==> src/dram_defines.svh <==
`ifndef DRAM_DEFINES_SVH
`define DRAM_DEFINES_SVH

// ------------------------------------------------------------
// data path widths on both the user and the dram side
// ------------------------------------------------------------

// one beat of write or read data
`define DRAM_DATA_W     144
// one enable per byte of the 144-bit beat
`define DRAM_BE_W       18

// flat dram address and the user tag that rides along
`define DRAM_ADDR_W     32
`define DRAM_TAG_W      32

// ------------------------------------------------------------
// queueing
// ------------------------------------------------------------

// bank count must stay 2**BANK_W so the round-robin pointer wraps on its own
`define NUM_BANKS       4
`define BANK_W          2

// entries per bank queue, a power of two
`define BANK_Q_DEPTH    4
// reads in flight plus reads parked for the user, a power of two
`define RD_RET_DEPTH    8

`endif

==> src/dram_addr_pkg.sv <==
`default_nettype none

`include "dram_defines.svh"

package dram_addr_pkg;

    // ------------------------------------------------------------
    // dram address layout
    // ------------------------------------------------------------

    // row on top, bank in the middle, column at the bottom
    // 15 + BANK_W + 15 bits, one 32-bit word
    typedef struct packed {
        logic [14:0]          row;
        logic [`BANK_W-1:0]   bank;
        logic [14:0]          column;
    } dram_addr_fields_t;

    // same word seen two ways
    // the dispatcher sorts on fields.bank, the issuer sends flat
    typedef union packed {
        logic [`DRAM_ADDR_W-1:0]  flat;
        dram_addr_fields_t        fields;
    } dram_addr_u;

endpackage

`default_nettype wire

==> src/mem_cmd_pkg.sv <==
`default_nettype none

`include "dram_defines.svh"

package mem_cmd_pkg;

    // one user command as it moves through the bank queues
    // rnw high for a read, data and be are only meaningful on a write
    typedef struct packed {
        logic                       rnw;
        logic [`DRAM_TAG_W-1:0]     tag;
        dram_addr_pkg::dram_addr_u  addr;
        logic [`DRAM_DATA_W-1:0]    data;
        logic [`DRAM_BE_W-1:0]      be;
    } mem_cmd_t;

    // ------------------------------------------------------------
    // read response back to the user
    // ------------------------------------------------------------

    // tag of the issued read paired with the beat the dram returned
    typedef struct packed {
        logic [`DRAM_TAG_W-1:0]     tag;
        logic [`DRAM_DATA_W-1:0]    data;
    } rd_resp_t;

endpackage

`default_nettype wire

==> src/read_return.sv <==
`timescale 1ns/1ps
`default_nettype none

`include "dram_defines.svh"

// pairs returning read beats with the tags of the issued reads
// tag FIFO fills at issue, data FIFO fills at dram_data_valid, both pop together
module read_return (
    input  wire                          dram_clk,
    input  wire                          dram_rst,
    input  wire                          rd_issue,
    input  wire [`DRAM_TAG_W-1:0]        rd_issue_tag,
    output logic                         rd_credit,
    input  wire [`DRAM_DATA_W-1:0]       dram_data_i,
    input  wire                          dram_data_valid,
    output logic                         rd_valid,
    input  wire                          rd_ready,
    output mem_cmd_pkg::rd_resp_t        resp
);

    localparam int DEPTH = `RD_RET_DEPTH;
    localparam int PTR_W = $clog2(DEPTH);

    logic [`DRAM_TAG_W-1:0]   tag_mem  [DEPTH];
    logic [`DRAM_DATA_W-1:0]  data_mem [DEPTH];

    logic [PTR_W-1:0]  tag_wr_ptr;
    logic [PTR_W-1:0]  data_wr_ptr;
    // heads line up, one read pointer serves both
    logic [PTR_W-1:0]  rd_ptr;
    // tag_count covers reads in flight plus beats waiting for the user
    logic [PTR_W:0]    tag_count;
    logic [PTR_W:0]    data_count;
    logic              pop;

    // a beat is ready once its data is in, its tag is always older
    assign rd_valid  = (data_count != '0);
    assign pop       = rd_valid && rd_ready;
    assign rd_credit = (tag_count < DEPTH);
    assign resp.tag  = tag_mem[rd_ptr];
    assign resp.data = data_mem[rd_ptr];

    always_ff @(posedge dram_clk) begin
        if (dram_rst) begin
            tag_wr_ptr  <= '0;
            data_wr_ptr <= '0;
            rd_ptr      <= '0;
            tag_count   <= '0;
            data_count  <= '0;
        end else begin
            tag_wr_ptr  <= tag_wr_ptr + PTR_W'(rd_issue);
            data_wr_ptr <= data_wr_ptr + PTR_W'(dram_data_valid);
            rd_ptr      <= rd_ptr + PTR_W'(pop);
            tag_count   <= tag_count + (PTR_W+1)'(rd_issue) - (PTR_W+1)'(pop);
            data_count  <= data_count + (PTR_W+1)'(dram_data_valid) - (PTR_W+1)'(pop);
        end
    end

    always_ff @(posedge dram_clk) begin
        if (rd_issue)
            tag_mem[tag_wr_ptr] <= rd_issue_tag;
        if (dram_data_valid)
            data_mem[data_wr_ptr] <= dram_data_i;
    end

    // every beat from the controller must have an issued read waiting for it
    a_data_has_tag: assert property (@(posedge dram_clk) disable iff (dram_rst)
        dram_data_valid |-> (tag_count > data_count));

endmodule

`default_nettype wire

==> config.mk <==
export PLATFORM = sky130hd
export DESIGN_NAME = read_return
export DESIGN_NICKNAME = d
export VERILOG_FILES = /design/src/dram_addr_pkg.sv /design/src/mem_cmd_pkg.sv /design/src/read_return.sv
export VERILOG_INCLUDE_DIRS = /design/src
export SDC_FILE = /design/constraint.sdc
export NUM_CORES = 1
export LEC_CHECK = 0
export BUFFER_PORTS_ARGS = -buffer_cell sky130_fd_sc_hd__buf_2
export CORE_ASPECT_RATIO = 1.5
export CORE_MARGIN = 2
export CORE_UTILIZATION = 25
export DETAILED_ROUTE_END_ITERATION = 8
export GPL_ROUTABILITY_DRIVEN = 0
export SYNTH_ARGS = -nofsm -noshare
export SYNTH_HDL_FRONTEND = slang
export SYNTH_SLANG_ARGS = --single-unit
==> constraint.sdc <==
create_clock -name dram_clk -period 14.8 [get_ports dram_clk]
set_input_delay 1.48 -clock dram_clk [delete_from_list [all_inputs] [get_ports dram_clk]]
set_output_delay 1.48 -clock dram_clk [all_outputs]
set_load 0.05 [all_outputs]
=== Word level (Yosys, flattened, before mapping) ===
Memories as Yosys holds them, arrays and structs flattened. A register that Yosys moved wholly into a read port is not among the register bits.
Index checks and enable logic that the tools add are counted.

* Add/subtract/negate cells: 7
* Multipliers: 0
* Div/mod/pow operators: 0
* $lt $le $gt $ge: 1
* Eq/ne operators: 0
* Shift-type cells: 0
* Muxes and demuxes: 6
* Bitwise gates (word level): 0
* Reduce and logical (&&, ||, !) cells: 2

{| class="wikitable"
|+ Operators by type and width
! cell !! number
|-
| adder 3 x 1 -> 3 bit || 3
|-
| adder 4 x 1 -> 4 bit || 2
|-
| subtractor 4 x 1 -> 4 bit || 2
|-
| 2-to-1 mux 3 bit || 2
|-
| less-than comparator 4 bit, second input constant || 1
|-
| 2-to-1 mux 1 bit || 4
|-
| nonzero test 4 bit || 1
|-
| logical AND 1 bit || 1
|}

* Bits in registers: 17
* Latch bits: 0
* Memory bits (writable): 1,408
* Memory bits (read-only): 0
* Bits of input ports: 181
* Output and inout port bits: 178
* Logic and storage cells: 23
* Memories: 2

{| class="wikitable"
|+ Memories
! memory !! words !! width !! read ports !! clocked after memory_dff !! write ports !! RTL line !! text
|-
| data_mem || 8 || 144 || 1 || 1 || 1 || read_return.sv:25 || <nowiki>logic [`DRAM_DATA_W-1:0] data_mem [DEPTH];</nowiki>
|-
| tag_mem || 8 || 32 || 1 || 1 || 1 || read_return.sv:24 || <nowiki>logic [`DRAM_TAG_W-1:0] tag_mem [DEPTH];</nowiki>
|}

=== Longest topological paths before layout ===
* Depth after elaboration: 4
* Gate-level depth with buffers: 10
* Mapped depth without buffers: 10

=== Worst setup path before layout ===
Ideal clock, no wire load.

* Kind: in2reg
* From: in dram_data_valid
* To: mem data_mem[0][0] in the netlist's numbering, enable pin
* Setup time: 0.824 ns
* Arrival time: 11.286 ns
* Path slack: 2.690 ns
* Stages: 2
* Buffers on the path: 0
* Path through: nand2b_1 > nor3_1

* Longest elaborated chain between the ends: 2

{| class="wikitable"
|+ Ends and longest elaborated chain
! what !! RTL line !! text
|-
| from (decl) || read_return.sv:15 || <nowiki>input wire dram_data_valid,</nowiki>
|-
| 2-to-1 mux 1 bit || read_return.sv:62 || <nowiki>if (dram_data_valid)</nowiki>
|-
| 2-to-1 mux 1 bit (not written as such) || read_return.sv:63 || <nowiki>data_mem[data_wr_ptr] <= dram_data_i;</nowiki>
|-
| to (decl) || read_return.sv:25 ||
|}

Every way passes these cells.

==> impl_metrics.toml <==
[status]
outcome = "finished clean"

[critical_path]
crit_arrival_ps = 4580
cp-end-kind = "primary output"
crit_slowest_cell = "dfxtp_4"
worstPathCellList = "buf_4 > buf_12 > mux4_2 > nand2_1 > nand2_1 > buf_2"
cp.required_ps = 13320
critical-path-top-delay-family = "buffers and inverters"
crit_path_start_kind = "register"
critPathMaxStageDelay_ps = 970
regToRegSetupSlack_ps = 11450
crit_top_cell = "nand2_1"
worst-setup-path-type = "register to primary output"
cp_num_buf_inv = 3
cp_max_fo = 95

[clocking]
root_buffer = "clkbuf_16"
cts_hold_buf = 0
htree_levels = 4
path_clk_slew_ps = 60
numClockSinks = 1425
clk_path_buf_depth = 4
cts-resized-gates = 0
post-cts-setup-buffer-count = 0
cts-buffers-inserted = 147
cts_tree = "done"
insertion_delay_ps = 800

[sta]
rsz0062_at_grt = "no"
worstMarginPinSlew_ps = 1165
tns_ps = 0
max_freq_mhz = 165.0
slew-limit-headroom_pct = 22.37
fin_crit_ps = 6061
fin_crit_sh_pct = 40.95
skew_ps = 56.17
finalSetupViolCount = 0
final-max-slew-violation-count = 0
hold_viol = 0

[synth]
synth_cell_types = 27
yosys_warnings = 0
synthesis.area_mm2 = 0.05385
synthDominantCellAreaShare_pct = 78.52
synth_area_per_cell_um2 = 21.42
synth_seq_cells = 1425
ys_seq_area_share_pct = 79.15
synthTopCellsByArea = "edfxtp_1, mux4_2, nand2_1"
synth_cells = 2514
synth_largest_area_cell = "edfxtp_1"
synthesis.nets = 2709

[floorplanning]
start_util_pct = 25.14
die-height_um = 572.4
dieArea_mm2 = 0.2192
core_mm2 = 0.2142
fp.dieW_um = 382.9
ioPinCount = 359
row_count = 208

[grt]
grt_use_total_pct = 11.15
grt_overflow = 0
grt_pass1_vias = 27000
antenna_found_initial = 50
grt_pass1_wl_um = 180600
grt_max_degree = 130

[route]
drc = 0
drt_iter0_markers = 1611
drtPass1Iterations = 5
ant_nets = 0
vias = 25430
wl_per_cell_um = 21.05
routed_via_density = 4.318
routed_wl_um = 124000

[place]
dp_cells = 5634
hpwlAfterDp_um = 70360
io_buffers = 358

[finish]
regArea_mm2 = 0.04263
stdcell_count = 5890
fin_nets = 3143
drive_gt1_share_pct = 31.94
areaGrowthSynthToFinish_pct = 17.82
most-common-layout-cells = "edfxtp_1, nand2_1, buf_2, mux4_2, clkbuf_16"
final_common_cell = "edfxtp_1"
multi_input_area_mm2 = 0.01055
fillers = 20880

[hold_path]
min_path_type = "register to register"

[job]
cap_viol_max_count = 0

[power_and_ir_drop]
p_leak_uw = 0.02034
vdd_drop_max_v = 0.0001487
cellPowerDensity_mw_per_mm2 = 158.2
==> cell families after synthesis <==
kind of cell,after synthesis,synth area share [%]
AO/OA/AOI/OAI,6,0.06739
XOR/XNOR,7,0.1139
adder cells (fa/ha/maj),14,0.3532
buffers and inverters,127,1.401
flip-flops,1425,79.15
multiplexers,354,14.76
AND/OR/NAND/NOR,581,4.154
==> tightest hold or removal path: cells and delay by family (launching register included) <==
kind          cells  cell delay [ps]
flops             1              380
xor+xnor          1              160
simple gates      1               40
==> through the flow <==
| step | utilization [%] | instance area [um^2] | power, uW | setup WS, ps | hold slack [ps] |
|---|---|---|---|---|---|
| floorplan | - | 53850 | 6116 | 2690 | 540.7 |
| global placement | 27.54 | 58980 | 6680 | 9384 | 590.6 |
| detailed placement | 27.54 | 58980 | 6693 | 9372 | 603.3 |
| CTS | 29.61 | 63420 | 10190 | 8530 | 616.9 |
| global route | 29.61 | 63430 | 10430 | 8289 | 655.8 |
| finish | 29.62 | 63440 | 10030 | 8739 | 614.9 |
==> routing by layer <==
metal,global-route usage (%),vias to the layer above,share of wire (%)
met2,18.49,721,48
met5,0,-,0.34
met4,3.621,64,2.8
met1,13.35,13450,40
met3,4.151,236,8.9
li1,-,10960,-
==> final timing paths <==
kind,cells past startpoint,end,start
worst min-delay path,2,data_wr_ptr[2],data_wr_ptr[2]
worst max register to register,4,data_mem[3][75],data_wr_ptr[0]
worst min register to register,2,data_wr_ptr[2],data_wr_ptr[2]
worst max-delay path,6,resp[115],rd_ptr[1]
==> area by class of cell <==
type | instances | area share [%]
diodes | 9 | 0.03550
multi-input cells | 962 | 16.63
clock buffers | 178 | 6.098
repair buffers | 404 | 3.487
clock inverters | 69 | 0.8993
inverters | 8 | 0.05916
well taps | 2835 | 5.591
flip-flops and latches | 1425 | 67.20
==> flip-flops by register name, indices dropped and copies added, names as in the netlist <==
signal,count
tag_wr_ptr,3
rd_ptr,3
data_wr_ptr,3
tag_count,4
data_mem,1152
tag_mem,256
data_count,4
==> cells in the mapped netlist <==
cell      number
a21o_1         1
nand2b_1       7
nor2_1        23
buf_6         32
nor2b_1        8
mux2_2         1
or3b_2         1
xnor2_1        6
fa_1           2
clkbuf_1      39
dfxtp_1       17
inv_2          1
edfxtp_1    1408
mux4_2       352
a21oi_1        4
buf_2         27
buf_4          1
inv_1          7
nand3_1        3
mux2i_1        1
or2_2          2
a31o_2         1
buf_1         20
xor2_1         1
nand2_1      533
nor3_1         4
ha_1          12
==> report_power, final <==
group	total, uW	switching [uW]	internal, uW
combinational	1960	1430	530
sequential	4610	57.3	4550
clock	3470	1490	1980
No activity file was read; power rests on OpenSTA's default activity.
