<file path="src/dram_defines.svh">
`ifndef DRAM_DEFINES_SVH
`define DRAM_DEFINES_SVH

// ------------------------------------------------------------
// data path widths on both the user and the dram side
// ------------------------------------------------------------

// one beat of write or read data
`define DRAM_DATA_W     144
// one enable per byte of the 144-bit beat
`define DRAM_BE_W       18

// flat dram address and the user tag that rides along
`define DRAM_ADDR_W     32
`define DRAM_TAG_W      32

// ------------------------------------------------------------
// queueing
// ------------------------------------------------------------

// bank count must stay 2**BANK_W so the round-robin pointer wraps on its own
`define NUM_BANKS       4
`define BANK_W          2

// entries per bank queue, a power of two
`define BANK_Q_DEPTH    4
// reads in flight plus reads parked for the user, a power of two
`define RD_RET_DEPTH    8

`endif

</file>
<file path="src/dram_addr_pkg.sv">
`default_nettype none

`include "dram_defines.svh"

package dram_addr_pkg;

    // ------------------------------------------------------------
    // dram address layout
    // ------------------------------------------------------------

    // row on top, bank in the middle, column at the bottom
    // 15 + BANK_W + 15 bits, one 32-bit word
    typedef struct packed {
        logic [14:0]          row;
        logic [`BANK_W-1:0]   bank;
        logic [14:0]          column;
    } dram_addr_fields_t;

    // same word seen two ways
    // the dispatcher sorts on fields.bank, the issuer sends flat
    typedef union packed {
        logic [`DRAM_ADDR_W-1:0]  flat;
        dram_addr_fields_t        fields;
    } dram_addr_u;

endpackage

`default_nettype wire

</file>
<file path="src/mem_cmd_pkg.sv">
`default_nettype none

`include "dram_defines.svh"

package mem_cmd_pkg;

    // one user command as it moves through the bank queues
    // rnw high for a read, data and be are only meaningful on a write
    typedef struct packed {
        logic                       rnw;
        logic [`DRAM_TAG_W-1:0]     tag;
        dram_addr_pkg::dram_addr_u  addr;
        logic [`DRAM_DATA_W-1:0]    data;
        logic [`DRAM_BE_W-1:0]      be;
    } mem_cmd_t;

    // ------------------------------------------------------------
    // read response back to the user
    // ------------------------------------------------------------

    // tag of the issued read paired with the beat the dram returned
    typedef struct packed {
        logic [`DRAM_TAG_W-1:0]     tag;
        logic [`DRAM_DATA_W-1:0]    data;
    } rd_resp_t;

endpackage

`default_nettype wire

</file>
<file path="src/bank_req_if.sv">
`timescale 1ns/1ps
`default_nettype none

// one command hop with valid/ready
// used from dispatcher into a bank queue and from a bank queue into the issuer
interface bank_req_if;

    // command offered by the source side
    logic                   valid;
    // sink can take it this cycle
    logic                   ready;
    // full command payload, held with valid until the transfer
    mem_cmd_pkg::mem_cmd_t  cmd;

    // side that offers commands
    modport src (
        output valid,
        output cmd,
        input  ready
    );

    // side that takes commands
    modport dst (
        input  valid,
        input  cmd,
        output ready
    );

endinterface

`default_nettype wire

</file>
<file path="src/bank_queue.sv">
`timescale 1ns/1ps
`default_nettype none

`include "dram_defines.svh"

// per bank command FIFO
// circular register array, valid/ready on both ends
module bank_queue (
    input  wire      dram_clk,
    input  wire      dram_rst,
    bank_req_if.dst  enq,
    bank_req_if.src  deq
);

    localparam int DEPTH = `BANK_Q_DEPTH;
    localparam int PTR_W = $clog2(DEPTH);

    // storage, payload only so no reset
    mem_cmd_pkg::mem_cmd_t  mem [DEPTH];

    logic [PTR_W-1:0]  wr_ptr;
    logic [PTR_W-1:0]  rd_ptr;
    // 0 .. DEPTH, one bit wider than the pointers
    logic [PTR_W:0]    count;

    logic  do_enq;
    logic  do_deq;

    // ------------------------------------------------------------
    // handshake
    // ------------------------------------------------------------
    // ready drops only when full
    assign enq.ready = (count != DEPTH);
    // head is visible the cycle after it was written
    assign deq.valid = (count != '0);
    assign deq.cmd   = mem[rd_ptr];

    assign do_enq = enq.valid && enq.ready;
    assign do_deq = deq.valid && deq.ready;

    // ------------------------------------------------------------
    // pointers and fill count
    // ------------------------------------------------------------
    always_ff @(posedge dram_clk) begin
        if (dram_rst) begin
            wr_ptr <= '0;
            rd_ptr <= '0;
            count  <= '0;
        end else begin
            // depth is a power of two, pointers wrap by overflow
            if (do_enq)
                wr_ptr <= wr_ptr + 1'b1;
            if (do_deq)
                rd_ptr <= rd_ptr + 1'b1;
            case ({do_enq, do_deq})
                2'b10:   count <= count + 1'b1;
                2'b01:   count <= count - 1'b1;
                default: count <= count;
            endcase
        end
    end

    always_ff @(posedge dram_clk) begin
        if (do_enq)
            mem[wr_ptr] <= enq.cmd;
    end

    // a stalled command upstream stays in place, or the per bank order breaks
    a_enq_hold: assert property (@(posedge dram_clk) disable iff (dram_rst)
        enq.valid && !enq.ready |=> enq.valid && $stable(enq.cmd));
    // head entry survives until the issuer takes it
    a_deq_hold: assert property (@(posedge dram_clk) disable iff (dram_rst)
        deq.valid && !deq.ready |=> deq.valid && $stable(deq.cmd));

endmodule

`default_nettype wire

</file>
<file path="src/flat_wrapper.sv">
// flat-port wrapper written by rule: the top's interface ports become plain ports
module bank_queue_flat 
  (dram_clk, dram_rst, enq_valid, enq_cmd, enq_ready, deq_valid, deq_cmd, deq_ready);
  bank_req_if enq_i ();
  bank_req_if deq_i ();
  input  wire dram_clk;
  input  wire dram_rst;
  input wire logic [$bits(enq_i.valid)-1:0] enq_valid;
  input wire logic [$bits(enq_i.cmd)-1:0] enq_cmd;
  output wire logic [$bits(enq_i.ready)-1:0] enq_ready;
  output wire logic [$bits(deq_i.valid)-1:0] deq_valid;
  output wire logic [$bits(deq_i.cmd)-1:0] deq_cmd;
  input wire logic [$bits(deq_i.ready)-1:0] deq_ready;
  assign enq_i.valid = enq_valid;
  assign enq_i.cmd = enq_cmd;
  assign enq_ready = enq_i.ready;
  assign deq_valid = deq_i.valid;
  assign deq_cmd = deq_i.cmd;
  assign deq_i.ready = deq_ready;
  bank_queue u_core (.dram_clk(dram_clk), .dram_rst(dram_rst), .enq(enq_i), .deq(deq_i));
endmodule
</file>
<file path="config.mk">
export PLATFORM = sky130hd
export DESIGN_NAME = bank_queue_flat
export DESIGN_NICKNAME = d
export VERILOG_FILES = /design/src/dram_addr_pkg.sv /design/src/mem_cmd_pkg.sv /design/src/bank_req_if.sv /design/src/bank_queue.sv /design/src/flat_wrapper.sv
export VERILOG_INCLUDE_DIRS = /design/src
export SDC_FILE = /design/constraint.sdc
export NUM_CORES = 1
export LEC_CHECK = 0
export ABC_AREA = 1
export BUFFER_PORTS_ARGS = -buffer_cell sky130_fd_sc_hd__buf_4
export CORE_MARGIN = 2
export CORE_UTILIZATION = 55
export DETAILED_ROUTE_END_ITERATION = 10
export GPL_TIMING_DRIVEN = 0
export PLACE_DENSITY = 0.81
export SYNTH_ARGS = -nofsm -noshare
export SYNTH_HDL_FRONTEND = slang
export SYNTH_SLANG_ARGS = --single-unit
export TNS_END_PERCENT = 20
</file>
<file path="constraint.sdc">
create_clock -name dram_clk -period 33.9 [get_ports dram_clk]
set_clock_uncertainty 0.15 [all_clocks]
set_input_delay 0 -clock dram_clk [delete_from_list [all_inputs] [get_ports dram_clk]]
set_output_delay 0 -clock dram_clk [all_outputs]
set_load 0.01 [all_outputs]
</file>
== Yosys cells after proc, flatten, opt, wreduce, memory -nomap -nowiden ==
Memory sizes are Yosys's and may differ from the RTL's. A register that Yosys moved wholly into a read port is not among the register bits.
Cells that the tools add are included.
Widths: inputs -> output; s select.

* Multipliers: 0
* $lt $le $gt $ge: 0
* Shift-type cells: 0
* Reductions and logical operators: 4
* Eq/ne operators: 3
* Div/mod/pow operators: 0
* Muxes and demuxes: 5
* Bitwise operators: 0
* Add/sub/neg operators: 4

{| class="wikitable"
|+ Operators with widths
! kind !! number
|-
| $pmux 3 s2 || 1
|-
| $add 2x1->2 const B || 2
|-
| $mux 2 || 2
|-
| $add 3x1->3 const B || 1
|-
| $ne 3x3->1 const B || 1
|-
| $reduce_bool 3->1 || 1
|-
| $sub 3x1->3 const B || 1
|-
| $eq 2x1->1 const B || 1
|-
| $eq 2x2->1 const B || 1
|-
| $logic_and 1x1->1 || 2
|-
| $mux 1 || 2
|-
| $reduce_bool 2->1 || 1
|}

* Bits in latches: 0
* Memory bits (read-only): 0
* Flip-flop bits (word level): 7
* Memories kept: 1
* Output and inout port bits: 229
* Word-level logic and storage cells: 20
* Memory bits (writable): 908
* Bits of input ports: 231

{| class="wikitable"
|+ Memories
! memory !! depth !! width !! read ports !! clocked after memory_dff !! wr ports !! line !! source
|-
| u_core.mem || 4 || 227 || 1 || 1 || 1 || bank_queue.sv:19 || <nowiki>mem_cmd_pkg::mem_cmd_t mem [DEPTH];</nowiki>
|}

== Longest topological paths before layout ==
Gate-level depths: netlist (run 1).

* Depth in word-level cells: 4
* Depth in mapped cells: 13
* Depth with buffers taken out: 13

== Worst setup path after synthesis (run 1) ==
Ideal clock, no wire load.

* Path type: register to register
* Start point: register u_core.count[1]
* End point: memory u_core.mem[0][0] (netlist name), enable pin
* Arrival: 10.108 ns
* Path buffers: 0
* Period minus slack after synthesis: 11.078 ns
* Stages on the path, launching flop included: 5
* Setup slack: 22.822 ns
* Setup time: 0.820 ns
* Cells stage by stage: dfxtp_1 -> nor2_1 -> nand2_1 -> nand2_1 -> nor2_1

* Cells in the longest elaborated chain, start to end: 4

{| class="wikitable"
|+ Ends and longest elaborated chain
! what !! line !! source
|-
| start, declared || bank_queue.sv:24 || <nowiki>logic [PTR_W:0] count;</nowiki>
|-
| start signal, assigned || bank_queue.sv:56 || <nowiki>2'b10: count <= count + 1'b1;</nowiki>
|-
| start signal, assigned || bank_queue.sv:57 || <nowiki>2'b01: count <= count - 1'b1;</nowiki>
|-
| start signal, assigned || bank_queue.sv:58 || <nowiki>default: count <= count;</nowiki>
|-
| $ne 3x3->1 || bank_queue.sv:33 || <nowiki>assign enq.ready = (count != DEPTH);</nowiki>
|-
| via enq_ready || flat_wrapper.sv:10 || <nowiki>output wire logic [$bits(enq_i.ready)-1:0] enq_ready;</nowiki>
|-
| $logic_and 1x1->1 || bank_queue.sv:38 || <nowiki>assign do_enq = enq.valid && enq.ready;</nowiki>
|-
| $mux 1 || bank_queue.sv:64 || <nowiki>if (do_enq)</nowiki>
|-
| $mux 1 (implied by the code) || bank_queue.sv:65 || <nowiki>mem[wr_ptr] <= enq.cmd;</nowiki>
|-
| end, declared || bank_queue.sv:19 ||
|}

The timed path passes the listed nets, and every way through them passes these cells.

==> out/qor.yml, run 1 <==
synth.avg_cell_area_um2: 14.9
power_density_nw_per_um2: 70.8
rsz0062_at_grt: "false"
dr.pass1.iters: 6
grt_pass1_vias: 26610
p_leak_nw: 16.4
clkSinkCount: 917
setup_slack_ns: 30.66
syn_area_um2: 33800
gp_congestion: 0.817
cts_setup_buffers: 0
final.setup.tns_ns: 0
irDropWorstVdd_mv: 0.0670
ctsHtreeMaxLevel: 3
endpoint_kind: "primary output"
die-area_um2: 63400
yosys_warnings: 0
min-delay-path-class: "input pin to flip-flop"
fin_area_um2: 46200
die_width_um: 252
syn_inst: 2263
finalNonFillerCells: 4153
fin_crit_sh: 0.0955
cts_root_buf: "clkbuf_16"
dp_hpwl_mm: 58.7
crit_family: "buffers and inverters"
synth_nets: 2500
grt_max_degree: 30
min_period_ns: 3.24
initialDrtViolationCount: 3503
drive_gt1_frac: 0.196
fp.dieH_um: 252
synthToLayoutAreaGrowth_pct: 36.6
cts_tree: "yes"
crit_fanout: 10
slowest_delay_ns: 0.50
avgViaCountPerCell: 6.30
synth_seq_area_share: 0.812
ys_seq_elements: 917
clockBufferDepth: 3
relSlewSlack: 0.477
startpoint_type: "flip-flop"
rrSetupSlack_ns: 30.85
vias: 26173
drc: 0
nFillCells: 2990
drtAntennaViolNets: 0
ioPinCount: 460
cpMaxStageDelayCell: "clkbuf_1"
nets: 3523
final_common_cell: "edfxtp_1"
path_clk_slew_ns: 0.06
grt_overflow: 0
drv_cap: 0
max_freq_mhz: 309
grt_pass1_wl_mm: 162
cp_cell_sequence: "inv_1 > buf_2 > buf_2 > clkbuf_1 > o21ai_0 > o22ai_1 > buf_4"
final_hold_viol_count: 0
crit_type: "flip-flop to primary output"
final_cell_mix: "908 x edfxtp_1, 467 x buf_4, 460 x nor2_1"
rows: 90
yosysUniqueCellTypes: 16
post_drt_wl_per_cell_um: 26.7
antenna_found_initial: 15
tightest_slew_ns: 0.783
core_um2: 60600
dp.cells: 3540
dpl_cell_area_um2: 39000
worst-path-buf-inv: 5
arrival_ns: 3.09
grtUsageTotal: 0.340
routed_wl_mm: 111
maxSlewViolCount: 0
worst_ep_required_time_ns: 33.75
cts-buffers-inserted: 89
crit_top_cell: "buf_2"
setup-violations-final: 0
status: "complete, no violations"
start_util: 0.558
worstSkewPairLatency_ns: 0.62
place_ws_ns: 30.91
place.port_buffers: 459
worst paths after layout:
check,from,to,cells past startpoint
worst max register to register,u_core.count[1]$_SDFFE_PP0P_,u_core.mem[1][82]$_DFFE_PP_,8
worst max-delay path,flip-flop,deq_cmd[179],7
worst min register to register,u_core.rd_ptr[1]$_SDFFE_PP0P_,flip-flop,2
worst min-delay path,enq_cmd[49],u_core.mem[2][49]$_DFFE_PP_,2
cell type report:
type	instances	area, um2	share of cell area
tap	782	978	0.0212
timing repair buffer	932	8560	0.186
multi-input combinational	1178	5660	0.123
sequential	917	27400	0.595
clock inverter	48	429	0.00930
antenna	15	37.5	0.000813
clock buffer	113	2340	0.0506
inverter	18	67.6	0.00146
buffer	150	634	0.0137
what timing repair did:
action                    4_1_cts  5_1_grt
hold buffers                  436        1
resized for setup               0        0
hold endpoints to repair      917        1
cell usage after synthesis:
master / count / area, um2
edfxtp_1: 908 / 27300
nor2_1: 464 / 1740
o21ai_0: 456 / 2280
o22ai_1: 227 / 1420
clkbuf_1: 114 / 428
buf_2: 27 / 135
inv_1: 17 / 63.8
nand2_1: 15 / 56.3
dfxtp_1: 9 / 180
buf_4: 8 / 60.1
a21oi_1: 5 / 25.0
ha_1: 5 / 62.6
nand3_1: 5 / 25.0
buf_6: 1 / 11.3
fa_1: 1 / 20.0
inv_2: 1 / 3.75
cells by family (layout without fill, tap and decap cells):
kind of cell | Yosys count | count (layout) | synth area share
other | 0 | 15 | 0
flip-flops | 917 | 917 | 0.812
AO/OA/AOI/OAI | 688 | 688 | 0.110
AND/OR/NAND/NOR | 484 | 484 | 0.0540
buffers and inverters | 168 | 1261 | 0.0208
adder cells (fa/ha/maj) | 6 | 6 | 0.00244
sequential cells by signal (all words and copies together) (netlist names), named ones only:
signal,cells
u_core.count,3
u_core.mem,908
u_core.rd_ptr,2
u_core.wr_ptr,2
report_power, final:
part	switching [mW]	total [mW]	internal [mW]
Clock	0.437	0.974	0.536
Sequential	0.0277	1.37	1.34
Combinational	0.582	0.921	0.338
metal layers:
metal | up-vias | global-route usage | wire, um
li1 | 10674 | - | -
met1 | 12847 | 0.401 | 36900
met2 | 2187 | 0.574 | 55400
met3 | 455 | 0.0841 | 11800
met4 | 10 | 0.193 | 6530
met5 | - | 0 | 56
per-stage QoR:
| stage | hold slack [ns] | util | total power, mW |
|---|---|---|---|
| after detailed placement | 0.0516 | 0.643 | 2.21 |
| after global placement | 0.0469 | 0.631 | 2.23 |
| after floorplan | -0.0809 | - | 1.80 |
| final | 0.00927 | 0.762 | 3.27 |
| after global routing | 0.00178 | 0.762 | 3.36 |
| after CTS | 0.000110 | 0.761 | 3.19 |
(Power assumes the default switching activity.)
==> run 2: changes to the inputs <==
==> constraint.sdc (replaced) <==
create_clock -name dram_clk -period 3 [get_ports dram_clk]
set_clock_uncertainty 0.15 [all_clocks]
set_input_delay 0 -clock dram_clk [delete_from_list [all_inputs] [get_ports dram_clk]]
set_output_delay 0 -clock dram_clk [all_outputs]
set_load 0.01 [all_outputs]
==> out/qor.yml, run 2 (synthesized netlist as in run 1, its figures left out) <==
fin_area_um2: 46800
top_layer_used: "met5"
grt_overflow: 0
worst_ep_required_time_ns: 2.85
dp_hpwl_mm: 58.6
drtAntennaViolNets: 0
gp_congestion: 0.828
power_density_nw_per_um2: 812
synthToLayoutAreaGrowth_pct: 38.4
cts_root_buf: "clkbuf_16"
clockBufferDepth: 3
core_um2: 60600
fin_hold_ws_ns: 0.0144
crit_fanout: 10
routed_wl_mm: 111
tightest_slew_ns: 0.776
endpoint_kind: "primary output"
total_power_mw: 38.0
cts_setup_buffers: 0
dr.pass1.iters: 7
relSlewSlack: 0.482
setup_slack_ns: -0.0263
setup-violations-final: 1
final_core_util: 0.772
grt_pass1_vias: 26680
post_drt_wl_per_cell_um: 26.6
largest_register_ffs: 908
p_leak_nw: 16.8
fp.dieH_um: 252
cts_tree: "yes"
rsz0062_at_grt: "true"
drive_gt1_frac: 0.213
place.port_buffers: 459
final_hold_viol_count: 0
worstSkewPairLatency_ns: 0.64
avgViaCountPerCell: 6.29
met3_length_mm: 11.5
met2WireLength_mm: 55.1
wl_met1_mm: 36.9
drv_cap: 0
path_clk_slew_ns: 0.07
arrival_ns: 2.88
rows: 90
startpoint_type: "flip-flop"
max_freq_mhz: 330
antenna_found_initial: 13
crit_type: "flip-flop to primary output"
clkSinkCount: 917
maxSlewViolCount: 0
status: "complete, but fails checks"
die-area_um2: 63400
final.setup.tns_ns: -0.0263
grt_max_degree: 29
min-delay-path-class: "input pin to flip-flop"
start_util: 0.558
fin_crit_sh: 1.01
final_cell_mix: "908 x edfxtp_1, 467 x buf_4, 459 x nor2_1"
die_width_um: 252
grt_pass1_wl_mm: 162
grtUsageTotal: 0.342
largest_registers: "u_core.mem (908), u_core.count (3)"
cts-buffers-inserted: 89
min_period_ns: 3.03
violations: "negative setup slack"
initialDrtViolationCount: 3824
final_common_cell: "edfxtp_1"
nets: 3541
ioPinCount: 460
drc: 0
vias: 26230
irDropWorstVdd_mv: 0.582
dpl_cell_area_um2: 39100
nFillCells: 2977
top_register: "u_core.mem"
ctsHtreeMaxLevel: 3
-- run 2: final cells by class --
class                           count  area [um2]  share of cell area
Inverter                           18        67.6             0.00145
Clock inverter                     54         653              0.0140
Buffer                            150         688              0.0147
Tap cell                          782         978              0.0209
Sequential cell                   917       27400               0.587
Multi-Input combinational cell   1178        5680               0.121
Antenna cell                        8        20.0            0.000428
Clock buffer                      111        2400              0.0514
Timing Repair Buffer              950        8820               0.189
-- run 2: worst paths after layout --
check                                start                       endpoint  slack (ns)  cells after the start
max                              flip-flop                   deq_cmd[143]       -0.03                      6
min                            enq_cmd[93]    u_core.mem[3][93]$_DFFE_PP_        0.01                      2
max reg2reg   u_core.count[0]$_SDFFE_PP0P_   u_core.mem[0][183]$_DFFE_PP_        0.51                      7
min reg2reg  u_core.wr_ptr[0]$_SDFFE_PP0P_  u_core.wr_ptr[0]$_SDFFE_PP0P_        0.39                      2
-- run 2: stage by stage --
step	instances	setup slack, ns
3_3_place_gp	3504	-4.13
3_5_place_dp	3543	0.545
6_report	4168	-0.0263
2_1_floorplan	2263	-1.57
5_1_grt	4168	-0.0711
4_1_cts	4160	-0.00640
-- run 2: what timing repair did --
action	CTS	global route
hold buffers	452	0
hold endpoints to repair	1059	0
pin swaps	0	0
endpoints found under the setup margin	10	100
gates resized for setup	5	77
-- run 2: critical path, cell delays in order, from the launching register on --
cell and delay (ns):
dfxtp_1 0.38, buf_2 0.39, buf_4 0.34, clkbuf_1 0.40
o21ai_0 0.22, o22ai_1 0.30, buf_4 0.19
-- run 2: power by group --
part	switching [mW]	internal, mW
Clock	4.98	6.92
Sequential	0.315	15.2
Combinational	6.64	3.91
Total	11.9	26.0
-- run 2: routing by layer --
layer,GRT usage,up-vias
met1,0.405,12692
li1,-,10710
met4,0.194,10
met5,0,-
met3,0.0757,537
met2,0.582,2281
